$ cat config.mk
export PLATFORM = sky130hd
export DESIGN_NAME = delay_lane
export DESIGN_NICKNAME = d
export VERILOG_FILES = /design/src/hw/stream_cfg_pkg.sv /design/src/hw/stream_msg_pkg.sv /design/src/hw/delay_lane.sv
export SDC_FILE = /design/constraint.sdc
export NUM_CORES = 1
export LEC_CHECK = 0
export BUFFER_PORTS_ARGS = -buffer_cell sky130_fd_sc_hd__buf_2
export CORE_ASPECT_RATIO = 0.8
export CORE_MARGIN = 1.5
export CORE_UTILIZATION = 45
export DETAILED_ROUTE_END_ITERATION = 10
export HOLD_SLACK_MARGIN = 0.05
export RECOVER_POWER = 25
export SLEW_MARGIN = 15
export SYNTH_ARGS = -nofsm -noshare
export SYNTH_HDL_FRONTEND = slang
export SYNTH_SLANG_ARGS = --single-unit
$ cat constraint.sdc
create_clock -name clk -period 6.15 [get_ports clk]
set_clock_uncertainty 0.2 [all_clocks]
set_input_delay 0.9225 -clock clk [delete_from_list [all_inputs] [get_ports clk]]
set_output_delay 0.9225 -clock clk [all_outputs]
set_load 0.03 [all_outputs]
$ cat src/hw/stream_cfg_pkg.sv
// ----------------------------------------------------------------------
// Sizing constants for the stream throttle
// ----------------------------------------------------------------------

package stream_cfg_pkg;

  // Lane count, one delay lane each
  localparam int NUM_LANES = 4;

  // Lane id width
  localparam int LANE_W = $clog2(NUM_LANES);

  // Payload width
  localparam int DATA_W = 16;

  // Sequence tag width
  // Only the testbench gives the tag any meaning
  localparam int TAG_W = 8;

endpackage
$ cat src/hw/stream_msg_pkg.sv
// ----------------------------------------------------------------------
// Message types carried on every val/rdy link
// ----------------------------------------------------------------------

package stream_msg_pkg;

  // Lane number, selects one delay lane
  typedef logic [stream_cfg_pkg::LANE_W-1:0] lane_id_t;

  // One stream message
  // Lane field sits on top, read by the dispatcher
  // Tag and data pass through untouched
  typedef struct packed {
    lane_id_t                         lane;
    logic [stream_cfg_pkg::TAG_W-1:0]  tag;
    logic [stream_cfg_pkg::DATA_W-1:0] data;
  } stream_msg_t;

endpackage

$ cat src/hw/delay_lane.sv
`timescale 1ns/1ps

// FIFO lane with minimum spacing on both sides
module delay_lane #(
  parameter int DEPTH     = 4,
  parameter int SEND_INTV = 1,
  parameter int RECV_INTV = 2
) (
  input  logic                        clk,
  input  logic                        rst,

  input  logic                        send_val,
  output logic                        send_rdy,
  input  stream_msg_pkg::stream_msg_t send_msg,

  output logic                        recv_val,
  input  logic                        recv_rdy,
  output stream_msg_pkg::stream_msg_t recv_msg
);

  import stream_msg_pkg::*;

  // Pointer, occupancy and interval counter widths
  localparam int PTR_W  = (DEPTH > 1) ? $clog2(DEPTH) : 1;
  localparam int CNT_W  = $clog2(DEPTH + 1);
  localparam int SCNT_W = (SEND_INTV > 0) ? $clog2(SEND_INTV + 1) : 1;
  localparam int RCNT_W = (RECV_INTV > 0) ? $clog2(RECV_INTV + 1) : 1;

  stream_msg_t       mem [DEPTH];
  logic [PTR_W-1:0]  wr_ptr;
  logic [PTR_W-1:0]  rd_ptr;
  logic [CNT_W-1:0]  count;
  logic [CNT_W-1:0]  count_next;
  logic [SCNT_W-1:0] send_cnt;
  logic [SCNT_W-1:0] send_cnt_next;
  logic [RCNT_W-1:0] recv_cnt;
  logic              push;
  logic              pop;

  assign push = send_val && send_rdy;
  assign pop  = recv_val && recv_rdy;

  // Circular pointer step, wraps at DEPTH
  function automatic logic [PTR_W-1:0] ptr_inc(input logic [PTR_W-1:0] ptr);
    if (ptr == PTR_W'(DEPTH - 1)) begin
      return '0;
    end
    return ptr + 1'b1;
  endfunction

  // --------------------------------------------------------------------
  // Storage
  // --------------------------------------------------------------------

  always_ff @(posedge clk) begin
    if (push) begin
      mem[wr_ptr] <= send_msg;
    end
  end

  always_ff @(posedge clk) begin
    if (rst) begin
      wr_ptr <= '0;
      rd_ptr <= '0;
    end else begin
      if (push) begin
        wr_ptr <= ptr_inc(wr_ptr);
      end
      if (pop) begin
        rd_ptr <= ptr_inc(rd_ptr);
      end
    end
  end

  // Occupancy after this edge
  assign count_next = count + CNT_W'(push) - CNT_W'(pop);

  // --------------------------------------------------------------------
  // Send side pacing
  // --------------------------------------------------------------------

  // Reload on acceptance, then count down to zero
  always_comb begin
    if (push) begin
      send_cnt_next = SCNT_W'(SEND_INTV);
    end else if (send_cnt != '0) begin
      send_cnt_next = send_cnt - 1'b1;
    end else begin
      send_cnt_next = send_cnt;
    end
  end

  // Ready registered from next-state values
  // Low for SEND_INTV cycles after each acceptance
  always_ff @(posedge clk) begin
    if (rst) begin
      count    <= '0;
      send_cnt <= '0;
      send_rdy <= 1'b0;
    end else begin
      count    <= count_next;
      send_cnt <= send_cnt_next;
      send_rdy <= (send_cnt_next == '0) && (count_next != CNT_W'(DEPTH));
    end
  end

  // --------------------------------------------------------------------
  // Receive side pacing
  // --------------------------------------------------------------------

  // Reload on release
  always_ff @(posedge clk) begin
    if (rst) begin
      recv_cnt <= '0;
    end else if (pop) begin
      recv_cnt <= RCNT_W'(RECV_INTV);
    end else if (recv_cnt != '0) begin
      recv_cnt <= recv_cnt - 1'b1;
    end
  end

  // Head of FIFO, held until popped
  assign recv_val = (count != '0) && (recv_cnt == '0);
  assign recv_msg = mem[rd_ptr];

  // --------------------------------------------------------------------
  // Checks
  // --------------------------------------------------------------------

  // Registered ready must already cover a full FIFO
  a_no_push_full: assert property (@(posedge clk) disable iff (rst)
    push |-> (count != CNT_W'(DEPTH)))
    else $error("delay_lane: push while full, count=%h", count);

  // Stalled output keeps its word
  a_recv_hold: assert property (@(posedge clk) disable iff (rst)
    recv_val && !recv_rdy |=> recv_val && $stable(recv_msg))
    else $error("delay_lane: recv_msg changed under stall (%h)", recv_msg);

endmodule

### Yosys cells after proc, flatten, opt, wreduce, memory -nomap -nowiden

Memory sizes are Yosys's and may differ from the RTL's. A register that Yosys moved wholly into a read port is not among the register bits.
Cells that the tools add are included.

| storage, ports and cells | value |
|---|---|
| memory bits (writable) | 104 |
| output and inout port bits | 28 |
| word-level logic and storage cells | 45 |
| memories kept | 1 |
| input bits | 30 |
| bits in registers | 11 |

| operators by class | value |
|---|---|
| add/subtract/negate cells | 6 |
| equal/unequal tests | 3 |
| muxes and demuxes | 18 |
| bitwise operators | 1 |
| reductions and logical operators | 9 |

Memories:

| memory | depth | width | read ports | clocked after Yosys merged registers in | wr ports | line | source |
|---|---|---|---|---|---|---|---|
| mem | 4 | 26 | 1 | 1 | 1 | delay_lane.sv:29 | `stream_msg_t mem [DEPTH];` |

Operators by type and width:

| kind | count |
|---|---|
| $mux W2 | 8 |
| $mux W1 | 10 |
| $add A2 B1 Y2 const B | 2 |
| $eq A2 B2 Y1 const B | 2 |
| $logic_and A1 B1 Y1 | 4 |
| $reduce_bool A2 Y1 | 2 |
| $add A3 B1 Y3 | 1 |
| $ne A3 B3 Y1 const B | 1 |
| $reduce_bool A3 Y1 | 1 |
| $sub A3 B1 Y3 | 1 |
| $logic_not A2 Y1 | 1 |
| $reduce_or A2 Y1 | 1 |
| $sub A2 B1 Y2 const B | 1 |
| $not A1 Y1 | 1 |
| $sub A1 B1 Y1 const B | 1 |

### Logic depth before layout (Yosys ltp)

Gate-level depths: netlist of run 1.

| logic depth | value |
|---|---|
| word-level depth | 8 |
| mapped depth | 10 |
| mapped depth without buffers | 10 |

### Worst setup path before layout of run 1

No wires, ideal clock.

| path | value |
|---|---|
| kind | in2reg |
| start point | input port recv_rdy |
| end point | register send_rdy |
| stages on the path | 10 |
| setup time | 0.095 ns |
| buffers on the path | 0 |
| required time | 5.855 ns |
| arrival time | 2.732 ns |
| slack | 3.122 ns |
| path through | nor3b_1 > and2_4 > ha_1 > inv_1 > ha_1 > inv_1 > fa_1 > xnor2_1 > xnor2_1 > a221oi_1 |

| on the way | value |
|---|---|
| word-level cells in the longest chain between the ends | 4 |

RTL lines:

| element | line | source |
|---|---|---|
| start, declared | delay_lane.sv:17 | `input logic recv_rdy,` |
| $logic_and A1 B1 Y1 | delay_lane.sv:41 | `assign pop = recv_val && recv_rdy;` |
| net pop | delay_lane.sv:38 | `logic pop;` |
| $sub A3 B1 Y3 | delay_lane.sv:76 | `assign count_next = count + CNT_W'(push) - CNT_W'(pop);` |
| $ne A3 B3 Y1 | delay_lane.sv:103 | `send_rdy <= (send_cnt_next == '0) && (count_next != CNT_W'(DEPTH));` |
| $logic_and A1 B1 Y1 | delay_lane.sv:103 |  |
| end signal, assigned | delay_lane.sv:103 |  |
| end, declared | delay_lane.sv:13 | `output logic send_rdy,` |

The timed path passes the listed nets, and every way through them passes these cells.
A chain may end at the register's enable or synchronous reset.

==> results.txt, run 1 <==
top area cells in the synthesized netlist = edfxtp_1 (71%), mux4_2 (10%), dfxtp_1 (5.5%)
portion of synthesized cell area occupied by the leading cell type = 71.50%
sequential cell area in the final layout = 3364 um^2
CTS Root Cell = clkbuf_16
post-route design area = 5365 um^2
die area = 10310 um^2
category of the worst setup path capture point = primary output
Chip Width = 113.2 um
Post-Layout Cell Count = 395
first-pass GRT wire length = 11270 um
WL final = 7141 um
total power density per cell area = 470.1 nW/um^2
hold path start = recv_cnt[0]$_SDFFE_PP0P_
CTS max path bufs = 2
DR vias/cell = 5.213
layout overhead on the synthesized area = 22.83%
Leakage Power = 1.857 nW
final core area utilization = 58.12%
worst-path fanout max = 26
CP max stage cell = dfxtp_2
maximum level of the CTS H-tree = 4
antenna-violating nets left = 0
type of origin of the critical path = flip-flop
synthesized-area fraction occupied by and/or/nand/nor cells = 3.323%
First-pass DRT Iterations = 4
Final period util = 54.29%
share of cell area taken by muxes after synthesis = 14.15%
Hold Violations, Final = 0
DP HPWL = 4164 um
peak supply drop = 248.1 uV
count of warnings emitted by yosys = 0
Endpoint, Worst Hold = recv_cnt[0]$_SDFFE_PP0P_
area of the mapped netlist = 4368 um^2
number of synthesized register bits = 116
Overall Global Routing Usage = 15.46%
relative max-transition margin = 38.61%
arrival time worst endpoint = 2.22 ns
average instance area after synthesis = 22.63 um^2
die extent in y = 91.12 um
initial core utilization = 47.32%
number of max-slew violations in the final report = 0
worst r2r path cells = 10
shortest period the worst path allows = 3.339 ns
core outline area = 9231 um^2
reg2reg start = recv_cnt[1]$_SDFFE_PP0P_
RSZ-0062 raised after global routing = no
adder and majority gate portion of the synthesized area = 2.463%
Post-Place Cells = 363
post-cts resize count = 0
maximum frequency from static timing analysis = 299.5 MHz
capture instance of the worst register-to-register path = send_rdy$_SDFF_PP0_
run status = finished, final reports clean
post-synth top area cell = edfxtp_1
hold-fix buffers at CTS = 0
number of global-route vias before repair = 2109
setup-violating endpoint count in the final report = 0
final weighted congestion of routability-driven global placement = 0.7337
Starting DRT DRC Count = 99
share of post-route cells with drive strength above 1 = 33.57%
TritonCTS sink count = 116
initial antenna violation count = 0
transition time at the pin with the least slew margin = 0.9208 ns
Final #Nets = 305
row cnt = 31
cells traversed along the worst timing path = mux4_1 -> buf_2
flop-to-flop setup slack = 3.54 ns
Clk Latency, worst-skew pair = 0.40 ns
fraction of synthesized cell area in xor and xnor cells = 0.4010%
number of buffer cells added on primary ports = 57
Max-Cap Viols = 0
setup TNS = 0 ns
synthesized-area fraction occupied by ao, oa, aoi and oai cells = 0.7161%
boundary pin count = 58
Critical Path Max Stage Delay = 0.93 ns
maximum number of pins on one net before global-route repair = 27
Multi-input gate area = 919.6 um^2
Post-Synthesis Net Count = 231
Power, Total = 2.522 mW
hold slack final = 0.2809 ns
number of different library cells in the post-synthesis netlist = 29
Post-route DRC = 0
Crit path required time = 5.03 ns
Crit Path Class = reg -> out
dominant delay contributor by cell family on the critical path = flip-flops
Clock Pin Slew Worst Setup and Hold Paths = 0.05 ns
Place WS = 2.865 ns
total via count in the routed design = 2059
Antenna diodes = 0
post-CTS repair timing setup buffer count = 0
main combinational cell family by area after synthesis = multiplexers
post-place instance area = 4766 um^2
total buffers and inverters traversed by the critical path = 1
Layout fillers = 696
Setup WS post-layout = 2.811 ns
cells after synthesis = 193
worst hold stages = 1
TritonCTS clock tree = yes
sequential area share after synthesis = 77.00%
aggregate global routing overflow = 0
worst hold-check path type = reg -> reg
mean routed wirelength per cell = 18.08 um
TritonCTS buffer count = 17
worst reg2reg max path, stage by stage, from the launching register on:
cell and delay [ns]:
dfxtp_1 0.33, nor3b_1 0.41, and2_4 0.23, ha_1 0.21
inv_1 0.05, ha_1 0.13, inv_1 0.04, fa_1 0.37
xnor2_1 0.15, xnor2_1 0.14, a221oi_1 0.25
report_power, final:
| part | internal [mW] | switching [mW] | total, mW |
|---|---|---|---|
| Clock | 0.708 | 0.311 | 1.02 |
| Sequential | 0.930 | 0.0628 | 0.992 |
| Combinational | 0.217 | 0.293 | 0.510 |
| Total | 1.86 | 0.667 | 2.52 |
routing by layer:
layer | track usage (%) | part of all wire [%]
met1 | 19.09 | 45
met2 | 22.78 | 48
met3 | 7.410 | 5.3
met4 | 7.917 | 1.8
met5 | 0 | 0
worst max path at each step:
stage               startpoint             endpoint  slack, ns  cells past startpoint
finish               flip-flop          recv_msg[2]       2.81                      2
global route         flip-flop          recv_msg[2]       2.63                      2
global placement      recv_rdy  send_rdy$_SDFF_PP0_       2.95                     11
CTS                  flip-flop          recv_msg[2]       2.71                      2
floorplan             recv_rdy  send_rdy$_SDFF_PP0_       3.12                     10
detailed placement    recv_rdy  send_rdy$_SDFF_PP0_       2.86                     11
cell families after synthesis:
group / after synthesis
buffers and inverters: 11
adders and majority gates: 8
xor gates and xnor gates: 2
DFF: 116
and+or+nand+nor: 24
AOI/OAI and AO/OA: 5
muxes: 27
final cells by class:
| class | count | share of cell area (%) |
|---|---|---|
| clock buffer | 19 | 8.069 |
| timing repair buffer | 62 | 5.620 |
| multi-input combinational | 66 | 17.14 |
| clock inverter | 13 | 3.498 |
| tap | 115 | 2.682 |
| inverter | 4 | 0.2799 |
| sequential | 116 | 62.71 |
cells in the final DEF (no fill, tap or decap), types with 2 or more instances in the layout:
| cell type | n |
|---|---|
| and3_1 | 4 |
| buf_2 | 40 |
| buf_4 | 5 |
| bufinv_16 | 5 |
| clkbuf_1 | 19 |
| clkbuf_16 | 17 |
| clkinv_1 | 4 |
| clkinv_2 | 3 |
| dfxtp_1 | 11 |
| edfxtp_1 | 104 |
| ha_1 | 7 |
| inv_1 | 4 |
| mux4_1 | 6 |
| mux4_2 | 20 |
| nand2_1 | 2 |
| nand2b_1 | 2 |
| nand3_1 | 2 |
| nor2_1 | 4 |
| nor2b_1 | 3 |
| nor3b_1 | 3 |
| o21ai_0 | 2 |
| xnor2_1 | 2 |
flip-flops by register name, summed over array words and instances, names as in the netlist, named ones only:
| name | flops |
|---|---|
| send_rdy | 1 |
| recv_cnt | 2 |
| wr_ptr | 2 |
| rd_ptr | 2 |
| count | 3 |
| mem | 104 |
cell usage after synthesis, drive strengths merged:
cell	instances
nor3b	3
xnor2	2
fa	1
nand3	2
nand2b	2
ha	7
mux4	26
and3	4
or3	1
and2	1
nor3	1
nor2	4
edfxtp	104
nand4b	1
dfxtp	12
nand2	2
a221oi	1
o21ai	2
a21oi	1
nor2b	3
mux2i	1
inv	4
buf	5
clkbuf	2
a22oi	1
Power figures use the tool's default switching activity.
==> run 2, diff against run 1 <==
--- a/config.mk
+++ b/config.mk
@@ -11,6 +11,7 @@
 export CORE_UTILIZATION = 45
 export DETAILED_ROUTE_END_ITERATION = 10
 export HOLD_SLACK_MARGIN = 0.05
+export PLACE_DENSITY = 0.67
 export RECOVER_POWER = 25
 export SLEW_MARGIN = 15
 export SYNTH_ARGS = -nofsm -noshare
==> constraint.sdc (replaced) <==
create_clock -name clk -period 2.7 [get_ports clk]
set_clock_uncertainty 0.2 [all_clocks]
set_input_delay 0.405 -clock clk [delete_from_list [all_inputs] [get_ports clk]]
set_output_delay 0.405 -clock clk [all_outputs]
set_load 0.03 [all_outputs]
==> results.txt, run 2 (synthesis results as in run 1) <==
run status = finished, final reports clean (unchanged)
TritonCTS sink count = 116 (unchanged)
total via count in the routed design = 2193 (was 2059)
sequential cell area in the final layout = 3366 um^2 (was 3364 um^2)
layout overhead on the synthesized area = 30.28% (was 22.83%)
core outline area = 9231 um^2 (unchanged)
die extent in y = 91.12 um (unchanged)
WL final = 7550 um (was 7141 um)
CTS max path bufs = 2 (unchanged)
Final period util = 94.68%
Place WS = 0.05129 ns (was 2.865 ns)
setup-violating endpoint count in the final report = 0 (unchanged)
largest registers = mem: 104 flops, count: 3 flops (unchanged)
Starting DRT DRC Count = 104 (was 99)
setup TNS = 0 ns (unchanged)
peak supply drop = 596.3 uV (was 248.1 uV)
relative max-transition margin = 54.46% (was 38.61%)
Multi-input gate area = 929.6 um^2 (was 919.6 um^2)
maximum number of pins on one net before global-route repair = 17 (was 27)
Clock Pin Slew Worst Setup and Hold Paths = 0.05 ns (about the same)
Hold Violations, Final = 0 (unchanged)
worst-path fanout max = 5 (was 26)
Max-Cap Viols = 0 (unchanged)
Layout fillers = 665 (was 696)
CTS Root Cell = clkbuf_16 (unchanged)
maximum frequency from static timing analysis = 391.2 MHz
Endpoint, Worst Hold = count[1]$_SDFF_PP0_ (was recv_cnt[0]$_SDFFE_PP0P_)
capture instance of the worst register-to-register path = send_rdy$_SDFF_PP0_ (unchanged)
number of buffer cells added on primary ports = 57 (unchanged)
aggregate global routing overflow = 0 (unchanged)
number of flip-flops under the largest register name = 104 (unchanged)
row cnt = 31 (unchanged)
arrival time worst endpoint = 2.66 ns (was 2.22 ns)
Final #Nets = 338 (was 305)
Crit path required time = 2.81 ns (was 5.03 ns)
total power density per cell area = 1031 nW/um^2 (was 470.1 nW/um^2)
type of origin of the critical path = flip-flop (unchanged)
DR vias/cell = 5.124 (was 5.213)
Chip Width = 113.2 um (unchanged)
Post-route DRC = 0 (unchanged)
reg2reg start = count[1]$_SDFF_PP0_ (was recv_cnt[1]$_SDFFE_PP0P_)
worst r2r path cells = 10 (unchanged)
RSZ-0062 raised after global routing = no (unchanged)
number of max-slew violations in the final report = 0 (unchanged)
die area = 10310 um^2 (unchanged)
number of global-route vias before repair = 2391 (was 2109)
Crit Path Class = reg -> reg (was reg -> out)
Clk Latency, worst-skew pair = 0.41 ns (was 0.40 ns)
maximum level of the CTS H-tree = 4 (unchanged)
worst hold-check path type = in -> reg (was reg -> reg)
most frequent cells in the layout = edfxtp_1 (104), buf_2 (41), dlygate4sd3_1 (26) (was edfxtp_1 (104), buf_2 (40), mux4_2 (20))
TritonCTS clock tree = yes (unchanged)
first-pass GRT wire length = 12010 um (was 11270 um)
flop-to-flop setup slack = 0.14 ns (was 3.54 ns)
Setup WS post-layout = 0.1437 ns (was 2.811 ns)
Overall Global Routing Usage = 16.13% (was 15.46%)
First-pass DRT Iterations = 4 (unchanged)
worst hold stages = 2 (was 1)
mean routed wirelength per cell = 17.64 um (was 18.08 um)
register ranked first by flip-flop count = mem (unchanged)
transition time at the pin with the least slew margin = 0.6831 ns (was 0.9208 ns)
initial antenna violation count = 0 (unchanged)
share of post-route cells with drive strength above 1 = 33.23% (was 33.57%)
category of the worst setup path capture point = flip-flop (was primary output)
hold path start = rst (was recv_cnt[0]$_SDFFE_PP0P_)
shortest period the worst path allows = 2.556 ns
antenna-violating nets left = 0 (unchanged)
TritonCTS buffer count = 17 (unchanged)
DP HPWL = 4746 um (was 4164 um)
final weighted congestion of routability-driven global placement = 0.7013 (was 0.7337)
initial core utilization = 47.32% (unchanged)
boundary pin count = 58 (unchanged)
Leakage Power = 2.010 nW (was 1.857 nW)
most common cell after layout, fill and taps aside = edfxtp_1 (unchanged)
hold slack final = 0.1014 ns (was 0.2809 ns)
Antenna diodes = 0 (unchanged)
run 2: metrics by stage:
stage / instances / utilization (%) / power (mW) / cell area [um^2]
4_1_cts: 428 / 61.74 / 5.913 / 5699
3_5_place_dp: 370 / 52.20 / 3.527 / 4818
3_3_place_gp: 370 / 52.20 / 3.497 / 4818
5_1_grt: 428 / 61.64 / 6.105 / 5690
2_1_floorplan: 193 / - / 3.217 / 4368
6_report: 428 / 61.64 / 5.866 / 5690
run 2: metal layers:
layer  vias to the layer above  global-route usage (%)  part of all wire [%]
met5                         -                       0                     0
met4                         0                   6.563                   1.0
met3                         8                   6.809                   5.7
met2                        67                   25.71                    50
met1                      1105                   19.54                    44
li1                       1013                       -                     -
run 2: final cells by class:
type	instances	area share, %
inverter	4	0.2639
multi-input combinational	66	16.34
clock inverter	13	3.298
tap	115	2.529
timing repair buffer	95	10.82
sequential	116	59.15
clock buffer	19	7.608
run 2: critical path, cell delays in order, from the launching register on:
cell and delay (ns):
dfxtp_2 0.35, or3_4 0.40, and2_4 0.16, ha_1 0.26, inv_1 0.05, ha_1 0.13
inv_1 0.05, fa_2 0.35, xnor2_2 0.15, xnor2_1 0.14, a221oi_1 0.23
run 2: how the worst max path moves through the flow:
stage	from	to	slack [ns]	cells after the start
2_1_floorplan	recv_rdy	send_rdy$_SDFF_PP0_	0.19	10
3_3_place_gp	count[1]$_SDFF_PP0_	send_rdy$_SDFF_PP0_	0.15	10
3_5_place_dp	count[1]$_SDFF_PP0_	send_rdy$_SDFF_PP0_	0.05	10
4_1_cts	count[1]$_SDFF_PP0_	send_rdy$_SDFF_PP0_	0.008	10
5_1_grt	count[1]$_SDFF_PP0_	send_rdy$_SDFF_PP0_	0.01	10
6_report	count[1]$_SDFF_PP0_	send_rdy$_SDFF_PP0_	0.14	10
run 2: where the power goes:
part	switching (mW)	internal, mW
clock network	0.729	1.62
logic	0.768	0.563
registers	0.0718	2.12
total	1.57	4.30
run 2: repair_timing:
action	4_1_cts	5_1_grt
hold buffers	26	0
setup endpoints to repair	0	2
gates resized for setup	0	3
buffers inserted	0	0
hold endpoints to repair	104	0
